File: config.mk
export PLATFORM = sky130hd
export DESIGN_NAME = videoTiming
export DESIGN_NICKNAME = d
export VERILOG_FILES = /design/src/logic/videoPkg.sv /design/src/logic/videoTiming.sv
export SDC_FILE = /design/constraint.sdc
export NUM_CORES = 1
export LEC_CHECK = 0
export BUFFER_PORTS_ARGS = -buffer_cell sky130_fd_sc_hd__buf_2
export CAP_MARGIN = 20
export CORE_ASPECT_RATIO = 0.9
export CORE_MARGIN = 1
export CORE_UTILIZATION = 58
export CTS_CLUSTER_SIZE = 40
export DETAILED_ROUTE_END_ITERATION = 6
export GPL_ROUTABILITY_DRIVEN = 1
export PLACE_DENSITY = 0.83
export SLEW_MARGIN = 25
export SYNTH_ARGS = -nofsm -noshare
export SYNTH_HDL_FRONTEND = slang
export SYNTH_SLANG_ARGS = --single-unit
File: constraint.sdc
create_clock -name clk -period 3.3 [get_ports clk]
set_input_delay 0.33 -clock clk [delete_from_list [all_inputs] [get_ports clk]]
set_output_delay 0.33 -clock clk [all_outputs]
set_load 0.03 [all_outputs]
File: src/logic/videoPkg.sv
`default_nettype none

package videoPkg;

    // pixel clock enable
    localparam int CEN_DIV = 4;           // clk cycles per pixel tick
    localparam int CEN_W   = 3;           // divider counter width

    // raster geometry in pixel ticks and lines
    localparam int H_W     = 9;           // horizontal count width
    localparam int V_W     = 9;           // vertical count width
    localparam int H_TOTAL = 512;         // ticks per line
    localparam int V_TOTAL = 262;         // lines per frame

    localparam logic [H_W-1:0] H_ACTIVE_START = 9'd64;
    localparam logic [H_W-1:0] H_ACTIVE_END   = 9'd448;  // 384 visible pixels
    localparam logic [V_W-1:0] V_ACTIVE_START = 9'd14;
    localparam logic [V_W-1:0] V_ACTIVE_END   = 9'd238;  // 224 visible lines

    // sync placement, moving HS_START up pulls the picture left
    localparam logic [H_W-1:0] HS_START = 9'd486;
    localparam int             HS_LEN   = 18;
    localparam logic [H_W-1:0] HS_END   = HS_START + H_W'(HS_LEN);  // wraps mod 512
    localparam logic [V_W-1:0] VS_START = 9'd251;
    localparam int             VS_LEN   = 4;
    localparam logic [V_W-1:0] VS_END   = VS_START + V_W'(VS_LEN);

    // line buffer
    localparam int LINE_PIXELS = 384;     // entries per bank
    localparam int ADDR_W      = 9;

    // host scroll register
    localparam int SCROLL_W = 9;

    // 15 bit colour, red in the top bits
    localparam int COLOR_W = 5;

    typedef struct packed {
        logic [COLOR_W-1:0] r;
        logic [COLOR_W-1:0] g;
        logic [COLOR_W-1:0] b;
    } pixel_t;

endpackage

`default_nettype wire

File: src/logic/videoTiming.sv
`timescale 1ns/1ps
`default_nettype none

module videoTiming import videoPkg::*; (
    input  logic           clk,
    input  logic           reset,
    input  logic           cen,
    output logic [H_W-1:0] hdump,    // pixel on screen now
    output logic [V_W-1:0] vdump,    // line on screen now
    output logic [V_W-1:0] vrender,  // line being drawn, one ahead of vdump
    output logic           start,    // first tick of a line
    output logic           HS,
    output logic           VS,
    output logic           HB,
    output logic           VB
);

    logic [V_W-1:0] vrender1;  // two lines ahead of vdump
    logic [H_W-1:0] hNext;     // hdump value after this tick
    logic           lineEnd;   // last tick of the line
    logic           vActive;   // displayed line is inside the window
    logic           hActiveNext;

    assign lineEnd = hdump == H_W'(H_TOTAL - 1);
    assign hNext   = lineEnd ? '0 : hdump + 1'b1;

    assign vActive = (vdump >= V_ACTIVE_START) && (vdump < V_ACTIVE_END);

    // HB is computed from the next count so it lines up with hdump
    assign hActiveNext = (hNext >= H_ACTIVE_START) && (hNext < H_ACTIVE_END);

    // raster counters
    // the line pipeline shifts once per line
    always_ff @(posedge clk) begin
        if (reset) begin
            hdump    <= '0;
            vdump    <= '0;
            vrender  <= V_W'(1);         // keeps vrender = vdump + 1
            vrender1 <= V_W'(2);
            start    <= 1'b0;
        end else if (cen) begin
            hdump <= hNext;
            start <= lineEnd;            // high while hdump is 0
            if (lineEnd) begin
                if (vrender1 == V_W'(V_TOTAL - 1)) begin
                    vrender1 <= '0;
                end else begin
                    vrender1 <= vrender1 + 1'b1;
                end
                vrender <= vrender1;
                vdump   <= vrender;
            end
        end
    end

    // sync and blanking levels
    always_ff @(posedge clk) begin
        if (reset) begin
            HS <= 1'b0;
            VS <= 1'b0;
            HB <= 1'b1;
            VB <= 1'b1;
        end else if (cen) begin
            HB <= !hActiveNext;
            if (hdump == HS_START) begin
                HS <= 1'b1;
                // vertical sync only moves together with a HS edge
                if (vdump == VS_START) begin
                    VS <= 1'b1;
                end
                if (vdump == VS_END) begin
                    VS <= 1'b0;
                end
            end
            if (hdump == HS_END) begin
                HS <= 1'b0;              // HS_LEN ticks after rising
            end
            // VB trails the window by one line
            if (lineEnd) begin
                VB <= !vActive;
            end
        end
    end

endmodule

`default_nettype wire

### After elaboration in Yosys (flattened, before gate mapping)

Cells that the tools add are included.

* multiplexer cells: 6
* multipliers: 0
* bitwise logic cells: 0
* $add $sub $neg: 2
* equality and inequality tests: 6
* shift operators: 0
* $lt $le $gt $ge: 4
* reduce and logical (&&, ||, !) cells: 9
* divide/modulo/power cells: 0

Operators with widths (count)
* 9-bit == test (second input constant): 4
* 9-bit by 1-bit adder with 9-bit output (second input constant): 2
* 9-bit by 8-bit == test with 1-bit output (second input constant): 2
* 9-bit two-way mux: 2
* 9-bit by 4-bit >= comparator with 1-bit output (second input constant): 1
* 9-bit by 7-bit >= comparator with 1-bit output (second input constant): 1
* 9-bit by 8-bit less-than comparator with 1-bit output (second input constant): 1
* 9-bit less-than comparator (second input constant): 1
* 1-bit two-way mux: 4
* 2-bit AND reduction: 2
* 2-bit nonzero test: 2
* 3-bit AND reduction: 1
* 1-bit logical AND: 2
* 1-bit zero test: 2

* ROM bits: 0
* logic and storage cells: 36
* bits in latches: 0
* bits of input ports: 3
* register bits after elaboration: 41
* bits in writable memories: 0
* memories kept: 0

### Logic depth before layout (Yosys ltp)

* depth in word-level cells: 5
* depth in mapped cells: 11

### Worst setup path before layout

No wires, ideal clock.

* kind: reg2reg
* start point: register hdump[1]
* end point: register vrender1[5]
* path buffers: 2
* path slack: 919 ps
* data required time: 3172 ps
* cell stages (with the launch flop): 12
* arrival: 2254 ps
* path through: dfxtp_1 ha_1 nand3_1 nor2_2 and3_1 ha_1 and2_1 buf_2 clkbuf_1 o21ai_0 a21oi_1 nor2_1

* longest elaborated chain between the ends: 2

Ends and longest elaborated chain
* from (decl): RTL line videoTiming.sv:8 `output logic [H_W-1:0] hdump,`
* from (signal assigned): RTL line videoTiming.sv:42 `hdump <= hNext;`
* 9-bit == test: RTL line videoTiming.sv:24 `assign lineEnd = hdump == H_W'(H_TOTAL - 1);`
* net lineEnd: RTL line videoTiming.sv:20 `logic lineEnd;`
* 2-bit AND reduction (no source line)
* to (signal assigned): RTL line videoTiming.sv:48 `vrender1 <= vrender1 + 1'b1;`
* to (decl): RTL line videoTiming.sv:18 `logic [V_W-1:0] vrender1;`

The timed path passes the listed nets, and every way through them passes these cells.
A chain may end at the register's enable or synchronous reset.

### Worst setup path after layout

* start point: register hdump[1]
* end point: register vrender1[7]

Same word-level chain as after synthesis.

==> run metrics <==
min-delay src=cen; Reg2Reg Capture Point=vrender1[7]$_SDFFE_PP0P_; Hold Path Sink=hdump[8]$_SDFFE_PP0P_; Setup Buffers After CTS=0; Post-DP HPWL=2560 um; Worst Setup Path Type=reg -> reg; vias in the first global route=1416; total global routing overflow=0; switching share of power=0.240; sequential share of the synthesized area=0.437; top cell type's share of synthesized area=0.437; Die ar.=3470 sq um; total core area=3070 sq um; I/O pins=35; DR WL/cell=12.1 um; maximum vdd drop=between 0.0002 and 0.0003 V; initial antenna violation count=0; f_max=379 MHz; sequential power share=0.649; final period utilization=0.799; Worst slew margin=0.550; Crit. End Element=register; vias post-DR=approximately 1700; Max Slew Vio Count=0; total track usage=0.242; drc violations=0; Unique masters post-synth=40; Fin. Hold Viols=0; synthesis-to-finish area growth=10.7%; clock power share=0.310; final hold slack=between 0.3 and 0.4 ns; CTS sink count=41; Final Instance Area=2080 sq um; crit-path cells=ha_1 -> nand3_1 -> nor2_2 -> and3_1 -> ha_1 -> and2_1 -> nand4_1 -> nor2_1 -> xnor2_1 -> nor2_1; Pwr Density=372 nW/um^2; gpl congestion=~0.89; Via density=5.41; Setup Skew=0.00902 ns; Slowest-stage cell, CP=dfxtp_1; fin nets=272; largest net degree at the start of global routing=39; mapped cell area=around 1900 sq um; Tightest Hold Check Type=in -> reg; H-tree depth=2; Die X=62.0 um; num rows=19; total wire length=approximately 3700 um; area leader, netlist=dfxtp_1; Least-Margin Pin Slew=0.675 ns; Startpoint Class=register; router iterations before antenna repair=4; Final setup viols=0; worst skew pair latency=0.36 ns; syn avg cell area=7.99 sq um; antenna cell count=0; max incr delay on CP=0.48 ns; Starting Density=0.612; Critical Path AT=2.90 ns; Clk pin slew, worst setup/hold paths=0.12 ns; largest cells by area after synthesis=dfxtp_1 44%, nand2_1 9.0%, a21oi_1 8.3%; Synth Register Bits=41; synthesized netlist net count=around 240; Die Y=56.0 um; worst path required time=3.56 ns; Max Cap Viol=0; dpl cell area=2030 sq um; number of synthesis warnings=0; Resize count post-CTS=0; first-pass GRT wire length=6210 um; R2R setup slack=~0.66 ns; Crit Reg-Reg Startpoint=hdump[1]$_SDFFE_PP0P_; TritonCTS buffer count=5; CTS tree=done; Routed Antenna Nets=0; Worst Hold Depth=3; Cells after Synth=235; Longest Clk Path Bufs=2; setup TNS=0 ns; Final Critical Period=between 2 and 3 ns; IO buf count=34; Iter 0 DRT Violations=between 80 and 90; Net Switching=186 uW; RSZ-0062 raised after global routing=no; Post-CTS Hold Buffers=0; Reg2Reg Depth=10; combinational power share=0.041; Root Buffer=clkbuf_4; crit path max fanout=15; Leak=0.000839 uW; Pint=588 uW; layout cells sized above 1=0.174; status=finished, final reports clean
## layout make-up
class	instances	area, sq um
Inverter	7	26.3
Timing Repair Buffer	36	185
Sequential cell	41	821
Clock inverter	2	10.0
Fill cell	268	990
Clock buffer	6	41.3
Tap cell	42	52.6
Multi-Input combinational cell	172	941
## cell usage after synthesis
| cell type | count |
|---|---|
| or3_1 | 1 |
| and2_1 | 2 |
| nor4b_1 | 1 |
| mux2i_1 | 3 |
| a221oi_1 | 1 |
| nor2_2 | 1 |
| a211o_1 | 1 |
| clkbuf_2 | 1 |
| and3_1 | 2 |
| nand3_1 | 7 |
| buf_4 | 2 |
| or4_1 | 1 |
| a211oi_1 | 2 |
| nand4_1 | 8 |
| a31o_2 | 1 |
| nand2b_1 | 1 |
| dfxtp_1 | 41 |
| nand2_1 | 45 |
| inv_1 | 7 |
| and4_1 | 2 |
| a21oi_1 | 31 |
| clkbuf_1 | 8 |
| and2b_2 | 1 |
| xnor2_1 | 3 |
| o21ai_0 | 4 |
| nor2b_1 | 2 |
| a41o_1 | 1 |
| a31oi_1 | 2 |
| nand3b_1 | 3 |
| buf_6 | 3 |
| nor2_1 | 26 |
| a2bb2oi_1 | 2 |
| buf_2 | 1 |
| o31ai_1 | 1 |
| nor3_1 | 4 |
| nor4_1 | 3 |
| ha_1 | 6 |
| xor2_1 | 2 |
| and2b_1 | 1 |
| o2111ai_1 | 1 |
## logic make-up after synthesis
family                   Yosys count  synth area share
AO/OA/AOI/OAI                     47             0.145
XOR/XNOR                           5            0.0233
adder cells (fa/ha/maj)            6            0.0400
buffers and inverters             22            0.0613
flip-flops                        41             0.437
multiplexers                       3            0.0160
AND/OR/NAND/NOR                  111             0.277
## worst max-delay path by stage
| stage | start | endpoint | slack (ns) | cells past startpoint |
|---|---|---|---|---|
| after floorplan | hdump[1]$_SDFFE_PP0P_ | vrender1[5]$_SDFFE_PP0P_ | 0.92 | 11 |
| after global placement | hdump[1]$_SDFFE_PP0P_ | vrender1[7]$_SDFFE_PP0P_ | 0.78 | 10 |
| after detailed placement | hdump[1]$_SDFFE_PP0P_ | vrender1[7]$_SDFFE_PP0P_ | 0.70 | 10 |
| after CTS | hdump[1]$_SDFFE_PP0P_ | vrender1[7]$_SDFFE_PP0P_ | 0.66 | 10 |
| after global routing | hdump[0]$_SDFFE_PP0P_ | vrender1[7]$_SDFFE_PP0P_ | 0.35 | 10 |
| final | hdump[1]$_SDFFE_PP0P_ | vrender1[7]$_SDFFE_PP0P_ | 0.66 | 10 |
## routing by layer
metal | vias to the layer above | GRT usage | routed length [um]
li1 | 862 | - | -
met1 | 753 | 0.334 | 1950
met2 | 34 | 0.351 | 1550
met3 | 6 | 0.0837 | 152
met4 | 0 | 0.0762 | 53
met5 | - | 0 | 0
## state kept, by name, indices dropped and copies added (netlist names)
register  count
vdump         9
VS            1
HB            1
start         1
VB            1
vrender1      9
hdump         9
HS            1
vrender       9
## per-stage QoR
step | instances | worst slack, ns | total power [uW] | utilization
4_1_cts | 306 | 0.663 | 780 | 0.677
6_report | 306 | 0.663 | 773 | 0.677
2_1_floorplan | 235 | 0.919 | 540 | -
3_5_place_dp | 298 | 0.697 | 545 | 0.661
5_1_grt | 306 | 0.348 | 803 | 0.677
3_3_place_gp | 298 | 0.777 | 545 | 0.661
## critical path: cells and delay by family, from the launching register on
| kind | cells | cell delay (ns) |
|---|---|---|
| XOR/XNOR | 1 | 0.13 |
| AND/OR/NAND/NOR | 7 | 1.34 |
| flip-flops | 1 | 0.48 |
| adder cells (fa/ha/maj) | 2 | 0.60 |
## power by group through the flow
stage	combinational [uW]	sequential, uW	clock, uW
2_1_floorplan	22.8	518	0
3_3_place_gp	32.3	513	0
3_5_place_dp	32.2	513	0
4_1_cts	32.2	502	246
5_1_grt	35.2	503	265
6_report	31.7	502	240
## layout by cell type, fill, tap and decap left out, drive strengths merged, types with 2 or more instances in the layout
cell,count
nand2,45
nor2b,2
and4,2
dfxtp,41
a2bb2oi,2
nand4,8
and2b,2
nand3b,3
a211oi,2
and2,2
a21oi,31
nor3,4
buf,36
clkinv,2
inv,7
nor2,27
xnor2,3
o21ai,4
nor4,3
xor2,2
a31oi,2
clkbuf,6
mux2i,3
ha,6
and3,2
nand3,7
Note: power is estimated with default switching activity, not from simulation.
