$ cat src/logic/videoPkg.sv
`default_nettype none

package videoPkg;

    // pixel clock enable
    localparam int CEN_DIV = 4;           // clk cycles per pixel tick
    localparam int CEN_W   = 3;           // divider counter width

    // raster geometry in pixel ticks and lines
    localparam int H_W     = 9;           // horizontal count width
    localparam int V_W     = 9;           // vertical count width
    localparam int H_TOTAL = 512;         // ticks per line
    localparam int V_TOTAL = 262;         // lines per frame

    localparam logic [H_W-1:0] H_ACTIVE_START = 9'd64;
    localparam logic [H_W-1:0] H_ACTIVE_END   = 9'd448;  // 384 visible pixels
    localparam logic [V_W-1:0] V_ACTIVE_START = 9'd14;
    localparam logic [V_W-1:0] V_ACTIVE_END   = 9'd238;  // 224 visible lines

    // sync placement, moving HS_START up pulls the picture left
    localparam logic [H_W-1:0] HS_START = 9'd486;
    localparam int             HS_LEN   = 18;
    localparam logic [H_W-1:0] HS_END   = HS_START + H_W'(HS_LEN);  // wraps mod 512
    localparam logic [V_W-1:0] VS_START = 9'd251;
    localparam int             VS_LEN   = 4;
    localparam logic [V_W-1:0] VS_END   = VS_START + V_W'(VS_LEN);

    // line buffer
    localparam int LINE_PIXELS = 384;     // entries per bank
    localparam int ADDR_W      = 9;

    // host scroll register
    localparam int SCROLL_W = 9;

    // 15 bit colour, red in the top bits
    localparam int COLOR_W = 5;

    typedef struct packed {
        logic [COLOR_W-1:0] r;
        logic [COLOR_W-1:0] g;
        logic [COLOR_W-1:0] b;
    } pixel_t;

endpackage

`default_nettype wire

$ cat src/logic/pixelCen.sv
`timescale 1ns/1ps
`default_nettype none

module pixelCen import videoPkg::*; (
    input  logic clk,
    input  logic reset,
    output logic cen    // one clk cycle in every CEN_DIV
);

    logic [CEN_W-1:0] cnt;   // position inside the pixel period
    logic             wrap;  // last clk cycle of the period

    assign wrap = cnt == CEN_W'(CEN_DIV - 1);

    // free running divider
    // cen is registered so every block sees a clean pulse
    always_ff @(posedge clk) begin
        if (reset) begin
            cnt <= '0;                      // count restarts from zero
            cen <= 1'b0;
        end else begin
            cen <= wrap;                    // pulse right after the wrap
            if (wrap) begin
                cnt <= '0;
            end else begin
                cnt <= cnt + 1'b1;
            end
        end
    end

endmodule

`default_nettype wire

$ cat config.mk
export PLATFORM = sky130hd
export DESIGN_NAME = pixelCen
export DESIGN_NICKNAME = d
export VERILOG_FILES = /design/src/logic/videoPkg.sv /design/src/logic/pixelCen.sv
export SDC_FILE = /design/constraint.sdc
export NUM_CORES = 1
export LEC_CHECK = 0
export BUFFER_PORTS_ARGS = -buffer_cell sky130_fd_sc_hd__buf_2
export CAP_MARGIN = 20
export CORE_AREA = 2 2 39 41
export CTS_CLUSTER_DIAMETER = 150
export DETAILED_ROUTE_END_ITERATION = 10
export DIE_AREA = 0 0 41 43
export MAX_ROUTING_LAYER = met4
export PLACE_DENSITY_LB_ADDON = 0.25
export SYNTH_ARGS = -nofsm -noshare
export SYNTH_HDL_FRONTEND = slang
export SYNTH_SLANG_ARGS = --single-unit
$ cat constraint.sdc
create_clock -name clk -period 2.61 [get_ports clk]
set_input_delay 0.3915 -clock clk [delete_from_list [all_inputs] [get_ports clk]]
set_output_delay 0.3915 -clock clk [all_outputs]
set_load 0.02 [all_outputs]
-- Word-level counts from Yosys, hierarchy flattened
Index checks and enable logic that the tools add are counted.
Widths: inputs -> output; s select.
- $add $sub $neg: 1
- equal/unequal tests: 1
- reduce and logical (&&, ||, !) cells: 1
- operators with widths (operator ; number):
    $add 3x1->3 const B ; 1
    $eq 3x2->1 const B ; 1
    $reduce_or 2->1 ; 1
- register bits after elaboration: 4
- input port bits: 2
- output and inout bits: 1
- logic and storage cells: 5

-- Logic depth before layout (Yosys ltp)
Gate-level depths: netlist of the first run.
- word-level depth: 2
- depth in mapped cells: 3
- mapped depth without buffers: 3

-- Worst setup path before layout of the first run
OpenSTA, ideal clock, no wires.
- path type: register to register
- from: register cnt[0]
- to: register cnt[2]
- data required time: 2532 ps
- setup slack: 1647 ps
- period minus slack after synthesis: 963 ps
- stages on the path, launching flop included: 4
- arrival time: 885 ps
- library setup time: 78 ps
- path buffers: 0
- path through: dfxtp_1 -> ha_1 -> ha_1 -> nor3_1
- cells in the longest elaborated chain, start to end: 2
- elaborated cells on any way between the ends: 3
- those cells by class: 1 x add/sub; 1 x eq/ne; 1 x reduce/logical
- ends and longest elaborated chain (item ; line ; source):
    start, declared ; pixelCen.sv:10 ; logic [CEN_W-1:0] cnt;
    start signal, assigned ; pixelCen.sv:26 ; cnt <= cnt + 1'b1;
    parallel branches: the longest is 2 deep, another holds $add 3x1->3 ; -- ;
Several ways; the timed one is not identified.
A chain may end at the register's enable or synchronous reset.

-- Worst setup path after layout of the first run
- from: register cen
- to: output port cen
- RTL lines (item ; line ; source):
    start, declared ; pixelCen.sv:7 ; output logic cen
    start signal, assigned ; pixelCen.sv:22 ; cen <= wrap;
No word-level cell between the ends.

==> results of run 1 <==
[cell type report]
class	count	area, um2	share of cell area
Sequential cell	4	80.1	0.421
Tap cell	16	20.0	0.105
Clock buffer	3	22.5	0.118
Timing Repair Buffer	2	10.0	0.0526
Multi-Input combinational cell	6	53.8	0.283
Inverter	1	3.75	0.0197
[cell usage after synthesis]
master / instances
ha_1: 2
inv_1: 1
nor2b_1: 1
nor3_1: 2
dfxtp_1: 4
nor3b_2: 1
[power breakdown]
group / internal, mW / switching [mW] / leakage, nW
combinational: 0.00697 / 0.00547 / 0.0352
clock: 0.0515 / 0.0271 / 0.0138
sequential: 0.0674 / 0.00192 / 0.0329
[cell families (layout without fill, tap and decap cells)]
| group | after synthesis | in the layout |
|---|---|---|
| AND/OR/NAND/NOR | 4 | 4 |
| adder cells (fa/ha/maj) | 2 | 2 |
| flip-flops | 4 | 4 |
| buffers and inverters | 1 | 6 |
[through the flow]
step	power [mW]	cells	cell area, um2
5_1_grt	0.175	32	190
6_report	0.160	32	190
2_1_floorplan	0.0797	11	138
3_5_place_dp	0.0831	29	168
3_3_place_gp	0.0829	29	168
4_1_cts	0.168	32	190
[worst paths after layout]
kind           from  endpoint  slack, ns  cells after the start
max             cen       cen       1.54                      1
min           reset    cnt[1]       0.36                      2
max reg2reg  cnt[0]    cnt[2]       1.61                      3
min reg2reg  cnt[0]    cnt[0]       0.44                      1
[placed cells by master, fill, tap and decap left out, drive strengths merged]
master | netlist | final
buf | 0 | 2
clkbuf | 0 | 3
dfxtp | 4 | 4
ha | 2 | 2
inv | 1 | 1
nor2b | 1 | 1
nor3 | 2 | 2
nor3b | 1 | 1
[registers in the layout (all words and copies together), names as in the netlist]
signal,count
cen,1
cnt,3
[metal layers]
layer	vias to the layer above	wire length, um	track usage
met2	6	68	0.0344
li1	47	-	-
met1	36	68	0.0225
met4	0	21	0.0800
met5	-	0	-
met3	5	40	0.0628
==> results.cfg, run 1 <==
[yosys]
synth_top_family_by_area = simple AND/OR/NAND/NOR gates
syn-num-nets = 15
synth-simple-area-share = 0.209
synth_cells = 11
ys_ff_latch = 4
ys_seq_area_frac = 0.582
syn_area_um2 = 138
synth_cell_types = 6
synth_compound_area_frac = 0
yosysTopAreaCell = dfxtp_1
syn_area_per_cell_um2 = 12.5
synth-xor-area-share = 0
synthMuxAreaShare = 0
synthAdderAreaFrac = 0.182
ys.warnings.count = 0
synth_top_cell_area_share = 0.582
synth_area_leaders = dfxtp_1 58%, ha_1 18%, nor3b_2 9.1%, nor3_1 7.3%, nor2b_1 4.5%

[cts]
insertion_delay_ns = 0.24
ctsRootBufferMaster = clkbuf_4
clock_sinks = 4
cts_max_level = 1
cts_buffer_depth = 2
cts_tree = built
cts_made_buffers = 3
post_cts_resized = 0
postCtsSetupBuffers = 0
cts.clk_slew.worst_paths_ns = 0.04
cts_hold_buf = 0

[floorplanning]
fp-row-count = 14
dieArea_um2 = 1760
core_um2 = 1380
ios = 3
initial_core_util = 0.0995
dieWidth_um = 41
die_y_um = 43

[finish]
area_growth_pct = 38.2
diodes = 0
n_fill_cell = 156
drive_gt1_frac = 0.375
nNetsFinal = 22
final_util = 0.137

[outcome]
outcome = completed

[place]
pre_cts_slack_ns = 1.60
port_buffers = 2
gp_congestion = 0.524

[global_routing]
grt_pass1_vias = 91
grt_pass1_wl_um = 338
grt_overflow = 0
grt_max_degree = 5
antenna_found_initial = 0
grtUsageTotal = 0.0432

[critical_path]
slowest_delay_ns = 0.29
path_buf_inv = 1
crit_fanout = 1
crit_family = flip-flops
worst_ep_arrival_time_ns = 0.68
critPathKind = reg -> out
slowest_stage = dfxtp_1
cp.required_ns = 2.22
endpoint_kind = primary output
critical_path.startpoint_type = register
cp_cell_sequence = buf_2

[sta]
maxSlewViolCount = 0
fin_crit_ns = 1.07
tns_ns = 0
finalSetupViolCount = 0
min_period_over_period = 0.411
hold_viol_final = 0
rsz0062_at_grt = no
fin_worst_hold_slack_ns = 0.362
worst_pin_slew_ns = 0.145
max-slew-margin-rel = 0.902
skew_ns = 0.00263
fmax_mhz = 931
setup_ws_ns = 1.54

[hold_path]
hold_path.class = in -> reg

[run]
cap_violations = 0

[routing]
drtIter0Drc = 0
wire_per_inst_um = 6.22
drcViolationCount = 0
via_per_inst = 2.94
dr_total_vias = 94
drtAntennaViolNets = 0
drtPass1Iterations = 1
drt_wl_total_um = 199

[power_and_ir_drop]
ir_drop_mv = 0.155
p_per_area_nw_per_um2 = 844
power_leakage_nw = 0.0818
No activity file was read; power rests on OpenSTA's default activity.
==> inputs of run 2 (changes only) <==
clock period = 1.01 ns   (was 2.61 ns; I/O delays follow)
==> run 2 against run 1 <==
Compared with the run above: core utilization increased by 0.54 points; worst hold slack got worse by 0.22 ns; cell area increased by 3.9%; routed wire length decreased by 1.5%; critical path depth increased by 2; clock power increased by 140%; setup slack got worse by 1.5 ns; global-route usage decreased by 0.82 points; first-iteration DRC count unchanged; die area unchanged; final cell count unchanged; clock skew decreased by 0.0016 ns; critical endpoint is now cnt[2]; largest cell class unchanged.
==> results.cfg, run 2 (synthesis results as in run 1) <==
[sta]
rsz0062_at_grt = no
max-slew-margin-rel = 0.907
min_period_over_period = 0.950
hold_viol_final = 0
fin_worst_hold_slack_ns = 0.146
fmax_mhz = 1040
maxSlewViolCount = 0
tns_ns = 0
finalSetupViolCount = 0
skew_ns = 0.00101
fin_crit_ns = 0.959
worst_pin_slew_ns = 0.138

[hold_path]
worst_hold_path.num_cells = 2
hold_path_startpoint = reset
holdPathEnd = cnt[0]
hold_path.class = in -> reg

[routing]
drtIter0Drc = 0
drcViolationCount = 0
drtPass1Iterations = 1
drt_wl_total_um = 196
via_per_inst = 2.91
dr_total_vias = 93
wire_per_inst_um = 6.13
drtAntennaViolNets = 0

[global_routing]
grt_overflow = 0
grt_max_degree = 5
antenna_found_initial = 0
grtUsageTotal = 0.0350
grt_pass1_vias = 84
grt_pass1_wl_um = 324

[critical_path]
r2r_slack_ns = 0.05
critPathKind = reg -> reg
endpoint_kind = register
rr_worst_depth = 3
worst_ep_arrival_time_ns = 1.08
critical_path.startpoint_type = register
crit_fanout = 2
r2r-start = cnt[0]
cp.required_ns = 1.13
r2r_end = cnt[2]

[cts]
postCtsSetupBuffers = 0
insertion_delay_ns = 0.23
cts.clk_slew.worst_paths_ns = 0.03
ctsRootBufferMaster = clkbuf_4
cts_tree = built
post_cts_resized = 0
cts_max_level = 1
clock_sinks = 4
cts_made_buffers = 3
cts_buffer_depth = 2
cts_hold_buf = 0

[finish]
n_fill_cell = 152
final_common_cell = dfxtp_1
largest_reg_flops = 3
drive_gt1_frac = 0.500
top_regs = cnt (3), cen (1)
top_register = cnt
diodes = 0
area_growth_pct = 43.6
nNetsFinal = 22
final_cell_mix = 4 x dfxtp_1, 3 x clkbuf_4, 2 x buf_2

[run]
cap_violations = 0

[outcome]
outcome = completed

[floorplanning]
initial_core_util = 0.0995
die_y_um = 43
dieArea_um2 = 1760
fp-row-count = 14
dieWidth_um = 41
ios = 3
core_um2 = 1380

[power_and_ir_drop]
p_per_area_nw_per_um2 = 2060
p_total_uw = 406
ir_drop_mv = 0.570
power_leakage_nw = 0.0830

[place]
port_buffers = 2
gp_congestion = 0.500
run 2: metal layers:
layer	wire [um]	part of all wire	GRT usage	vias to the layer above
met3	32	0.16	0.0628	0
met4	0	0	0.0200	0
met1	99	0.51	0.0355	39
met2	64	0.33	0.0250	5
li1	-	-	-	49
met5	0	0	-	-
run 2: final cells by class:
type	count	area [um2]	area share
Timing Repair Buffer	2	10.0	0.0506
Inverter	1	3.75	0.0190
Clock buffer	3	22.5	0.114
Tap cell	16	20.0	0.101
Sequential cell	4	80.1	0.405
Multi-Input combinational cell	6	61.3	0.310
run 2: how the worst max path moves through the flow:
stage	startpoint	to	cells after the start
floorplan	cnt[0]	cnt[2]	3
global placement	cnt[0]	cnt[2]	3
detailed placement	cnt[0]	cnt[2]	3
CTS	cnt[0]	cnt[2]	3
global route	cnt[0]	cnt[2]	3
finish	cnt[0]	cnt[2]	3
run 2: per-stage QoR:
stage	setup slack (ns)	instance area [um2]	utilization	instances
finish	0.0506	198	0.143	32
global route	0.0198	198	0.143	32
CTS	0.00130	190	0.137	32
detailed placement	0.00913	168	0.121	29
global placement	0.0178	168	0.121	29
floorplan	0.0468	138	-	11
run 2: critical path, stage by stage, from the launching register on:
cell,delay [ns]
dfxtp_1,0.31
ha_1,0.20
ha_2,0.31
nor3_1,0.04
run 2: report_power, final:
group	leakage [nW]	internal (mW)	switching, mW
clock network	0.0138	0.132	0.0572
registers	0.0329	0.174	0.00537
logic	0.0364	0.0203	0.0168
==> inputs of run 3 (changes only) <==
clock period = 1.1 ns   (was 1.01 ns; I/O delays follow)
==> run 3 against run 2 <==
Compared with the run above: fmax decreased by 4.9%; highest routed layer unchanged; routed wire length down 13%; core utilization is 0.54 points lower.
==> results.cfg, run 3 (synthesis results as in run 1) <==
[cts]
post_cts_resized = 0
cts_buffer_depth = 2
cts.clk_slew.worst_paths_ns = 0.03
cts_hold_buf = 0
cts_max_level = 1
clock_sinks = 4
postCtsSetupBuffers = 0
cts_tree = built
ctsRootBufferMaster = clkbuf_4
insertion_delay_ns = 0.23
cts_made_buffers = 3

[sta]
fin_worst_hold_slack_ns = 0.155
max-slew-margin-rel = 0.895
hold_viol_final = 0
worst_pin_slew_ns = 0.157
min_period_over_period = 0.917
finalSetupViolCount = 0
fmax_mhz = 991
rsz0062_at_grt = no
tns_ns = 0
maxSlewViolCount = 0
skew_ns = 0.00138
fin_crit_ns = 1.01

[routing]
drtAntennaViolNets = 0
drt_wl_total_um = 171
drcViolationCount = 0
wire_per_inst_um = 5.34
dr_total_vias = 86
drtIter0Drc = 0
via_per_inst = 2.69
drtPass1Iterations = 1

[place]
port_buffers = 2
gp_congestion = 0.500

[critical_path]
slowest_delay_ns = 0.30
endpoint_kind = register
critPathKind = reg -> reg
crit_fanout = 2
worst_ep_arrival_time_ns = 1.16
cp.required_ns = 1.25
cp_cell_sequence = ha_1 > ha_1 > nor3_1
critical_path.startpoint_type = register
critPathMostFrequentCell = ha_1
slowest_stage = dfxtp_1

[global_routing]
antenna_found_initial = 0
grt_overflow = 0
grt_pass1_wl_um = 324
use_met1 = 0.0355
met2_usage = 0.0250
grt_use_met3 = 0.0628
grt_max_degree = 5
grtUsageTotal = 0.0350
grt_pass1_vias = 84
grt_busiest_layer = met3

[floorplanning]
die_y_um = 43
core_um2 = 1380
ios = 3
dieArea_um2 = 1760
initial_core_util = 0.0995
dieWidth_um = 41
fp-row-count = 14

[power_and_ir_drop]
power_leakage_nw = 0.0818
ir_drop_mv = 0.524
p_per_area_nw_per_um2 = 1930

[finish]
final_common_cell = dfxtp_1
drive_gt1_frac = 0.375
final_cell_mix = 4 x dfxtp_1, 3 x clkbuf_4, 2 x nor3_1, 2 x ha_1, 2 x buf_2
top_register = cnt
ff_latch_area_um2 = 80.1
multi_input_area_um2 = 53.8
n_fill_cell = 151
largest_reg_flops = 3
area_growth_pct = 38.2
top_regs = cnt (3), cen (1)
nNetsFinal = 22
final_util = 0.137
diodes = 0

[hold_path]
hold_path.class = in -> reg

[outcome]
outcome = completed

[run]
cap_violations = 0
-- run 3: final cells by class --
cell class / instances / area share
well taps: 16 / 0.105
multi-input cells: 6 / 0.283
inverters: 1 / 0.0197
repair buffers: 2 / 0.0526
clock buffers: 3 / 0.118
flip-flops and latches: 4 / 0.421
-- run 3: routing by layer --
layer	up-vias	wire length, um
li1	49	-
met1	34	98
met2	3	45
met3	0	27
met4	0	0
met5	-	0
-- run 3: worst paths after layout --
check	from	endpoint	slack (ns)	cells past startpoint
worst max-delay path	cnt[0]	cnt[2]	0.09	3
worst min-delay path	reset	cnt[1]	0.15	2
worst max register to register	cnt[0]	cnt[2]	0.09	3
worst min register to register	cnt[0]	cnt[0]	0.43	1
-- run 3: per-stage QoR --
stage	area, um2	instances	worst slack [ns]	power (mW)
after CTS	190	32	0.0913	0.381
after global placement	168	29	0.108	0.196
after detailed placement	168	29	0.0991	0.198
after global routing	190	32	0.0493	0.399
after floorplan	138	11	0.137	0.189
final	190	32	0.0911	0.368
-- run 3: critical path: cells and delay by family (launching register included) --
| kind | cells | cell delay (ns) |
|---|---|---|
| adder cells (fa/ha/maj) | 2 | 0.45 |
| flip-flops | 1 | 0.30 |
| AND/OR/NAND/NOR | 1 | 0.17 |
-- run 3: power by group --
group	total, mW	switching, mW	internal, mW
Clock	0.172	0.0509	0.121
Sequential	0.165	0.00439	0.160
Combinational	0.0310	0.0141	0.0169
Total	0.368	0.0694	0.298
