### src/logic/videoPkg.sv
`default_nettype none

package videoPkg;

    // pixel clock enable
    localparam int CEN_DIV = 4;           // clk cycles per pixel tick
    localparam int CEN_W   = 3;           // divider counter width

    // raster geometry in pixel ticks and lines
    localparam int H_W     = 9;           // horizontal count width
    localparam int V_W     = 9;           // vertical count width
    localparam int H_TOTAL = 512;         // ticks per line
    localparam int V_TOTAL = 262;         // lines per frame

    localparam logic [H_W-1:0] H_ACTIVE_START = 9'd64;
    localparam logic [H_W-1:0] H_ACTIVE_END   = 9'd448;  // 384 visible pixels
    localparam logic [V_W-1:0] V_ACTIVE_START = 9'd14;
    localparam logic [V_W-1:0] V_ACTIVE_END   = 9'd238;  // 224 visible lines

    // sync placement, moving HS_START up pulls the picture left
    localparam logic [H_W-1:0] HS_START = 9'd486;
    localparam int             HS_LEN   = 18;
    localparam logic [H_W-1:0] HS_END   = HS_START + H_W'(HS_LEN);  // wraps mod 512
    localparam logic [V_W-1:0] VS_START = 9'd251;
    localparam int             VS_LEN   = 4;
    localparam logic [V_W-1:0] VS_END   = VS_START + V_W'(VS_LEN);

    // line buffer
    localparam int LINE_PIXELS = 384;     // entries per bank
    localparam int ADDR_W      = 9;

    // host scroll register
    localparam int SCROLL_W = 9;

    // 15 bit colour, red in the top bits
    localparam int COLOR_W = 5;

    typedef struct packed {
        logic [COLOR_W-1:0] r;
        logic [COLOR_W-1:0] g;
        logic [COLOR_W-1:0] b;
    } pixel_t;

endpackage

`default_nettype wire

### src/logic/tileRender.sv
`timescale 1ns/1ps
`default_nettype none

module tileRender import videoPkg::*; (
    input  logic                clk,
    input  logic                reset,
    input  logic                cen,
    input  logic [H_W-1:0]      hdump,
    input  logic [V_W-1:0]      vrender,  // line to draw
    input  logic                start,
    input  logic [SCROLL_W-1:0] scroll,   // host value, may change any time
    output logic                wrEn,
    output logic                wrBank,
    output logic [ADDR_W-1:0]   wrAddr,
    output pixel_t              wrData
);

    logic [SCROLL_W-1:0] frameScroll;  // scroll used for the whole frame
    logic [H_W-1:0]      col;          // buffer column of this tick
    logic [H_W-1:0]      scrolled;     // column inside the pattern
    logic                inActive;
    logic                frameStart;
    pixel_t              pix;

    assign inActive   = (hdump >= H_ACTIVE_START) && (hdump < H_ACTIVE_END);
    assign col        = hdump - H_ACTIVE_START;
    assign scrolled   = col + H_W'(frameScroll);     // natural mod 512
    assign frameStart = start && (vrender == '0);

    // generated pattern
    // red steps with the column, green with the line
    // blue makes an 8x8 checkerboard
    always_comb begin
        pix.r = scrolled[7:3];
        pix.g = vrender[7:3];
        pix.b = {COLOR_W{scrolled[3] ^ vrender[3]}};
    end

    // scroll is only taken at the top of the rendered frame
    // so a host write never splits a picture
    always_ff @(posedge clk) begin
        if (reset) begin
            frameScroll <= '0;
        end else if (cen && frameStart) begin
            frameScroll <= scroll;
        end
    end

    always_ff @(posedge clk) begin
        if (reset) begin
            wrEn <= 1'b0;
        end else if (cen) begin
            wrEn <= inActive;          // one write per visible tick
        end
    end

    // address, colour and bank of the pending write
    always_ff @(posedge clk) begin
        if (reset) begin
            wrAddr <= '0;
            wrData <= '0;
            wrBank <= 1'b0;
        end else if (cen) begin
            wrAddr <= ADDR_W'(col);
            wrData <= pix;
            wrBank <= vrender[0];      // line parity picks the bank
        end
    end

endmodule

`default_nettype wire

### config.mk
export PLATFORM = sky130hd
export DESIGN_NAME = tileRender
export DESIGN_NICKNAME = d
export VERILOG_FILES = /design/src/logic/videoPkg.sv /design/src/logic/tileRender.sv
export SDC_FILE = /design/constraint.sdc
export NUM_CORES = 1
export LEC_CHECK = 0
export BUFFER_PORTS_ARGS = -buffer_cell sky130_fd_sc_hd__clkbuf_2
export CORE_MARGIN = 5
export CORE_UTILIZATION = 52
export CTS_CLUSTER_SIZE = 14
export DETAILED_ROUTE_END_ITERATION = 6
export PLACE_DENSITY = 0.84
export SYNTH_ARGS = -nofsm -noshare
export SYNTH_HDL_FRONTEND = slang
export SYNTH_SLANG_ARGS = --single-unit
### constraint.sdc
create_clock -name clk -period 2.4 [get_ports clk]
set_input_delay 0.48 -clock clk [delete_from_list [all_inputs] [get_ports clk]]
set_output_delay 0.48 -clock clk [all_outputs]
set_load 0.01 [all_outputs]
Word-level counts from Yosys, hierarchy flattened
Cells that the tools add are included.

storage, ports and cells
  bits of input ports = 31
  logic and storage cells = 16
  output and inout bits = 26
  flip-flop bits (word level) = 30

operators by class
  magnitude comparators = 2
  add/sub/neg operators = 2
  reduce and logical (&&, ||, !) cells = 4
  bitwise gates (word level) = 1

operator list
  cell                                                                                  number
  9-bit by 7-bit greater-or-equal comparator with 1-bit output (second input constant)  1
  9-bit logical NOT                                                                     1
  9-bit < comparator (second input constant)                                            1
  9-bit by 7-bit subtractor with 9-bit output (second input constant)                   1
  8-bit adder                                                                           1
  1-bit logical AND                                                                     3
  1-bit XOR                                                                             1

Logic depth before layout (Yosys ltp)
Gate-level depths: netlist of run 1.

  depth in word-level cells = 3
  depth in mapped cells = 6
  mapped depth without buffers = 6

Least setup slack after synthesis of run 1
No wires, ideal clock.

  path type = input to register
  start = input port hdump[1]
  end = register wrData[0] (netlist name)
  stages on the path = 5
  data required time = 2.314 ns
  data arrival time = 1.671 ns
  setup time = 0.086 ns
  setup slack = 0.643 ns
  cell sequence = ha_1 > a31o_2 > a21oi_1 > xor3_1 > a211oi_1

on the way
  longest elaborated chain between the ends = 3

RTL lines
  element                                      RTL line          source
  from (decl)                                  tileRender.sv:8   input logic [H_W-1:0] hdump,
  9-bit by 7-bit subtractor with 9-bit output  tileRender.sv:26  assign col = hdump - H_ACTIVE_START;
  8-bit adder                                  tileRender.sv:27  assign scrolled = col + H_W'(frameScroll);
  1-bit XOR                                    tileRender.sv:36  pix.b = {COLOR_W{scrolled[3] ^ vrender[3]}};

No other way between the ends.
A chain may end at the register's enable or synchronous reset.

Final worst setup path of run 1
  start = register frameScroll[3]
  end = register wrData[12] (netlist bit)

on the way
  longest elaborated chain between the ends = 1

RTL lines
  element                 RTL line          source
  from (decl)             tileRender.sv:18  logic [SCROLL_W-1:0] frameScroll;
  from (signal assigned)  tileRender.sv:45  frameScroll <= scroll;
  8-bit adder             tileRender.sv:27
  to (signal assigned)    tileRender.sv:65  wrData <= pix;
  to (decl)               tileRender.sv:15  output pixel_t wrData

No other way between the ends.

==> out/results.ini, run 1 <==
[outcome]
status = complete, no violations

[logic_synthesis]
synthTopCellsByArea = dfxtp_1 40%, mux2i_1 13%, nor2_1 7.3%, ha_1 6.7%, nor3b_1 2.5%
synth_enable_flop_cells = 0
ys_ff_latch = 30
yosysTopAreaCellShare_pct = 40.3
yosysUniqueCellTypes = 35
synth.top_cells.by_count = 30 x dfxtp_1, 29 x nor2_1, 20 x mux2i_1
yosysMostFrequentCell = dfxtp_1
ys_async_sr_fraction_pct = 0
syn_area_um2 = 1490
postSynthAreaPerCell_um2 = 9.37
syn-num-nets = 198
synthCells = 159
synth_top_flop_cell = dfxtp_1
ys_warn_count = 0
yosysSeqAreaShare_pct = 40.3
synth_top_cell_by_area = dfxtp_1

[critical_path]
slowest_delay_ns = 0.37
path_max_fanout = 6
endpoint_kind = register
crit_chain = ha_1 > a21o_1 > a21oi_1 > a21boi_0 > o32ai_1
cp_slowest_cell = ha_1
worstPathRequired_ns = 2.63
crit_type = reg -> reg
startpoint_type = register
cp_data_arrival_time_ns = 1.97
crit_family = compound AO/OA/AOI/OAI gates
cp_num_buf_inv = 0

[floorplanning]
pin_count = 57
die_width_um = 63.5
start_util_pct = 54.0
die_h_um = 63.5
core-area_um2 = 2760
fp-row-count = 19
dieArea_um2 = 4040

[placement]
post-place-cells = 234
gp_congestion = 0.861
post-place-ws_ns = 0.348
dp_hpwl_um = 2730
port_buffers = 55

[route]
finalWirelength_um = 3370
drtIter0Drc = 44
vias_per_cell = 5.43
drc = 0
dr.pass1.iters = 4
wl_per_cell_um = 13.9
vias = 1313
ant_nets = 0

[clock_network]
cts_tree = built
cts-hold-fix-buffers = 0
clk_pin_slew_worst_paths_ns = 0.10
worstSkewPairLatency_ns = 0.34
cts-resized-gates = 0
cts_root_buffer = clkbuf_4
numCtsBuffers = 5
cts_max_level = 2
cts_setup_buffers = 0
clockBufferDepth = 2
cts_sinks = 30

[timing]
setup-tns-final_ns = 0
hold_violations = 0
clock_skew_ns = 0.0107
tightest_slew_ns = 0.362
finalCritPeriodShare_pct = 72.6
maxSlewViolCount = 0
finalSetupViolations = 0
layout_min_cycle_time_ns = 1.74
fmax_mhz = 574
finalWorstSetupSlack_ns = 0.658
max_slew_margin_pct = 75.6
rsz0062_at_grt = no

[power_and_ir_drop]
total_power_mw = 1.09
peakVddDrop_mv = 0.695
leakagePower_nw = 0.935
power_density_nw_per_um2 = 595

[grt]
antenna_found_initial = 0
grt_overflow = 0
grt_pass1_wl_um = 5910
grtUsageTotal_pct = 18.4
grt_max_degree = 37
grt_pass1_vias = 1405

[run]
cap_violations = 0

[cells_and_area]
layout.nets = 249
area_growth_pct = 22.6
drive_gt1_share_pct = 31.8
finalNonFillerCells = 242
multiInputGateArea_um2 = 812
num-fill-cells = 233
n_antenna_cell = 0
regArea_um2 = 601

[worst_hold_path]
hold_path_class = in -> reg

## path summary, 6_finish.rpt
check	slack, ns	endpoint	depth (start not counted)	start
max	0.66	wrData[12]	5	frameScroll[3]
min reg2reg	0.49	wrAddr[6]	2	wrAddr[6]
min	0.37	frameScroll[7]	3	scroll[7]
max reg2reg	0.66	wrData[12]	5	frameScroll[3]
## sequential cells by signal, indices dropped and copies added (netlist names)
register	count
frameScroll	8
wrAddr	9
wrBank	1
wrData	11
wrEn	1
## cell usage in the layout, fill, tap and decap left out, types with 4 or more instances in the layout
cell type and instances:
nor2_1 29, a21oi_1 6, nor3b_1 5, a211oi_1 4, clkbuf_2 55, nand3_1 4
nor3_1 5, clkbuf_4 5, ha_1 8, mux2i_1 20, dfxtp_1 30, nand2_1 4
nand2b_1 4
## routing by layer
metal | wire length (µm) | global-route usage, % | part of all wire (%)
met1 | 1420 | 19.0 | 42
met2 | 1710 | 33.5 | 51
met3 | 190 | 6.39 | 5.6
met4 | 52 | 6.75 | 1.5
met5 | 0 | 0 | 0
## layout make-up
| cell class | instances | area share (%) |
|---|---|---|
| multi-input combinational | 114 | 44.5 |
| sequential | 30 | 32.9 |
| timing repair buffer | 57 | 15.9 |
| clock inverter | 3 | 2.19 |
| tap | 31 | 2.12 |
| clock buffer | 5 | 2.05 |
| inverter | 2 | 0.411 |
## cell families (layout without fill, tap and decap cells)
group / Yosys count / after routing / synth area share, %
fa+ha+maj: 8 / 8 / 6.72
simple gates: 59 / 59 / 20.0
mux: 20 / 20 / 13.4
compound gates: 23 / 23 / 11.0
xor+xnor: 4 / 4 / 3.36
flops: 30 / 30 / 40.3
buf+inv: 15 / 67 / 5.21
## tightest hold or removal path, delay by kind of cell
family | cells | cell delay [ns]
multiplexers | 1 | 0.05
AND/OR/NAND/NOR | 1 | 0.07
buffers and inverters | 1 | 0.07
## through the flow
step / area [µm²] / hold slack [ns] / util (%)
CTS: 1830 / 0.363 / 66.2
global route: 1830 / 0.369 / 66.2
finish: 1830 / 0.367 / 66.2
floorplan: 1490 / 0.468 / -
global placement: 1750 / 0.457 / 63.4
detailed placement: 1750 / 0.479 / 63.4
## power breakdown
group	internal, mW	leakage [nW]	switching (mW)	total [mW]
Combinational	0.0743	0.644	0.0866	0.161
Clock	0.216	0.0450	0.177	0.393
Sequential	0.521	0.246	0.0127	0.534
No activity file was read; power rests on OpenSTA's default activity.
==> inputs of run 2 (changes only) <==
--- a/config.mk
+++ b/config.mk
@@ -5,12 +5,13 @@
 export SDC_FILE = /design/constraint.sdc
 export NUM_CORES = 1
 export LEC_CHECK = 0
+export ABC_AREA = 1
 export BUFFER_PORTS_ARGS = -buffer_cell sky130_fd_sc_hd__clkbuf_2
 export CORE_MARGIN = 5
-export CORE_UTILIZATION = 52
+export CORE_UTILIZATION = 49
 export CTS_CLUSTER_SIZE = 14
 export DETAILED_ROUTE_END_ITERATION = 6
-export PLACE_DENSITY = 0.84
+export PLACE_DENSITY = 0.79
 export SYNTH_ARGS = -nofsm -noshare
 export SYNTH_HDL_FRONTEND = slang
 export SYNTH_SLANG_ARGS = --single-unit
==> constraint.sdc (replaced) <==
create_clock -name clk -period 1.8 [get_ports clk]
set_input_delay 0.36 -clock clk [delete_from_list [all_inputs] [get_ports clk]]
set_output_delay 0.36 -clock clk [all_outputs]
set_load 0.01 [all_outputs]
==> run 2 against run 1 <==
Net effect:
- sequential cell count did not move
- highest routed layer unchanged
- clock skew decreased by 0.0021 ns
- cell count rose by 36%
- critical endpoint is now wrData[0]
- synthesized cell count is 45% higher
==> out/results.ini, run 2 <==
[route]
drc = 0
vias_per_cell = 4.65
dr.pass1.iters = 6
finalWirelength_um = 3510
vias = 1535
wl_per_cell_um = 10.6
drtIter0Drc = 122
ant_nets = 0

[logic_synthesis]
yosysUniqueCellTypes = 23
syn_area_um2 = 1550
synth_top_flop_cell = dfxtp_1
synth_top_cell_by_area = dfxtp_1
synthTopCellsByArea = dfxtp_1 39%, nor2_1 12%, nand2_1 11%, inv_1 6.5%, ha_1 6.4%
yosysTopAreaCellShare_pct = 38.6
yosysMostFrequentCell = nor2_1
synthCells = 231
postSynthAreaPerCell_um2 = 6.73
synth_enable_flop_cells = 0
ys_warn_count = 0
yosysSeqAreaShare_pct = 38.6
ys_async_sr_fraction_pct = 0
ys_ff_latch = 30
synth.top_cells.by_count = 49 x nor2_1, 47 x nand2_1, 30 x dfxtp_1
syn-num-nets = 270

[timing]
clock_skew_ns = 0.00861
rsz0062_at_grt = no
max_slew_margin_pct = 79.2
fmax_mhz = 691
tightest_slew_ns = 0.310
maxSlewViolCount = 0
finalCritPeriodShare_pct = 80.4
finalSetupViolations = 0
hold_violations = 0
setup-tns-final_ns = 0
layout_min_cycle_time_ns = 1.45

[clock_network]
cts_setup_buffers = 0
cts_tree = built
cts-resized-gates = 0
cts_max_level = 2
cts-hold-fix-buffers = 0
cts_root_buffer = clkbuf_4
numCtsBuffers = 5
clockBufferDepth = 2
worstSkewPairLatency_ns = 0.33
cts_sinks = 30
clk_pin_slew_worst_paths_ns = 0.09

[power_and_ir_drop]
leakagePower_nw = 1.07
swShare_pct = 25.5
seqPwrFrac_pct = 48.8
p_switching_mw = 0.373
p_int_mw = 1.09
p_comb_share_pct = 15.5
total_power_mw = 1.46
clkPwrFrac_pct = 35.6
peakVddDrop_mv = 0.380
power_density_nw_per_um2 = 761

[worst_hold_path]
min_from = scroll[5]
hold_path_class = in -> reg

[floorplanning]
pin_count = 57
start_util_pct = 50.9
fp-row-count = 20
dieArea_um2 = 4400
core-area_um2 = 3050
die_h_um = 66.3
die_width_um = 66.3

[critical_path]
rrSetupSlack_ns = 0.35
cp_data_arrival_time_ns = 1.69
endpoint_kind = register
worstReg2RegStart = frameScroll[2]
startpoint = frameScroll[2]
path_max_fanout = 5
crit_type = reg -> reg
startpoint_type = register
worstPathRequired_ns = 2.04

[cells_and_area]
num-fill-cells = 313
n_antenna_cell = 0
multiInputGateArea_um2 = 779
max_flop_register = wrData
final_core_util_pct = 63.0
layout_commonest_cell = clkbuf_2
largest_reg_flops = 11
reg_top3 = wrData (11), wrAddr (9), frameScroll (8)
drive_gt1_share_pct = 24.1
regArea_um2 = 601
area_growth_pct = 23.7
layout.nets = 324
final_cell_mix = 55 x clkbuf_2, 49 x nor2_1, 47 x nand2_1

[outcome]
status = complete, no violations

[grt]
grtUsageTotal_pct = 17.6
grt_pass1_wl_um = 5930
antenna_found_initial = 0
grt_overflow = 0
grt_max_degree = 30
grt_pass1_vias = 1403

[run]
cap_violations = 0

[placement]
port_buffers = 55
gp_congestion = 0.823
dp_hpwl_um = 2740

[run 2: cell types whose count changed in the layout (fill, tap and decap cells not counted), moves of 8 or more]
cell,delta
nand2_1,+43
inv_1,+25
mux2i_1,-20
nor2_1,+20
o21ai_0,+13
nand3_1,+9
o21ai_1,+8
[run 2: power by group through the flow]
stage          registers, mW  clock network [mW]  logic [mW]
4_1_cts                0.714               0.530       0.230
3_5_place_dp           0.730                   0       0.228
5_1_grt                0.720               0.562       0.257
3_3_place_gp           0.729                   0       0.225
6_report               0.714               0.521       0.227
2_1_floorplan          0.746                   0       0.117
[run 2: final cells by class]
cell class / count / share of cell area (%)
multi-input combinational: 161 / 40.6
sequential: 30 / 31.3
timing repair buffer: 58 / 15.5
inverter: 29 / 5.92
tap: 44 / 2.86
clock buffer: 7 / 2.34
clock inverter: 1 / 1.56
[run 2: path summary, 6_finish.rpt]
check,to,cells past startpoint
hold / removal,frameScroll[5],3
hold reg to reg,wrData[5],2
setup reg to reg,wrData[0],9
setup / recovery,wrData[0],9
[run 2: cells by family after synthesis]
| kind of cell | after synthesis | share of synthesized area (%) |
|---|---|---|
| and+or+nand+nor | 117 | 31.2 |
| adders and majority gates | 8 | 6.44 |
| xor gates and xnor gates | 2 | 1.13 |
| AOI/OAI and AO/OA | 34 | 11.4 |
| DFF | 30 | 38.6 |
| buffers and inverters | 40 | 11.2 |
[run 2: per-layer routing]
layer | global-route usage, % | share of wire, % | up-vias
met3 | 4.08 | 6.0 | 6
met1 | 21.9 | 48 | 652
met2 | 28.1 | 44 | 47
met5 | 0 | 0 | -
met4 | 9.14 | 1.8 | 0
li1 | - | - | 830
[run 2: through the flow]
| step | hold WS (ns) | cell area, µm² | std cells | setup WS [ns] |
|---|---|---|---|---|
| finish | 0.257 | 1920 | 330 | 0.353 |
| global route | 0.261 | 1920 | 330 | 0.159 |
| detailed placement | 0.454 | 1850 | 322 | 0.183 |
| floorplan | 0.453 | 1550 | 231 | 0.455 |
| global placement | 0.451 | 1850 | 322 | 0.222 |
| CTS | 0.250 | 1920 | 330 | 0.364 |
[run 2: critical path: stages (launching register included)]
cell	delay [ns]
dfxtp_1	0.32
ha_1	0.33
a21oi_1	0.22
nand2_1	0.10
nand2_1	0.06
nand2_1	0.08
nand2_1	0.10
nand2_1	0.06
inv_1	0.05
nor2_1	0.03
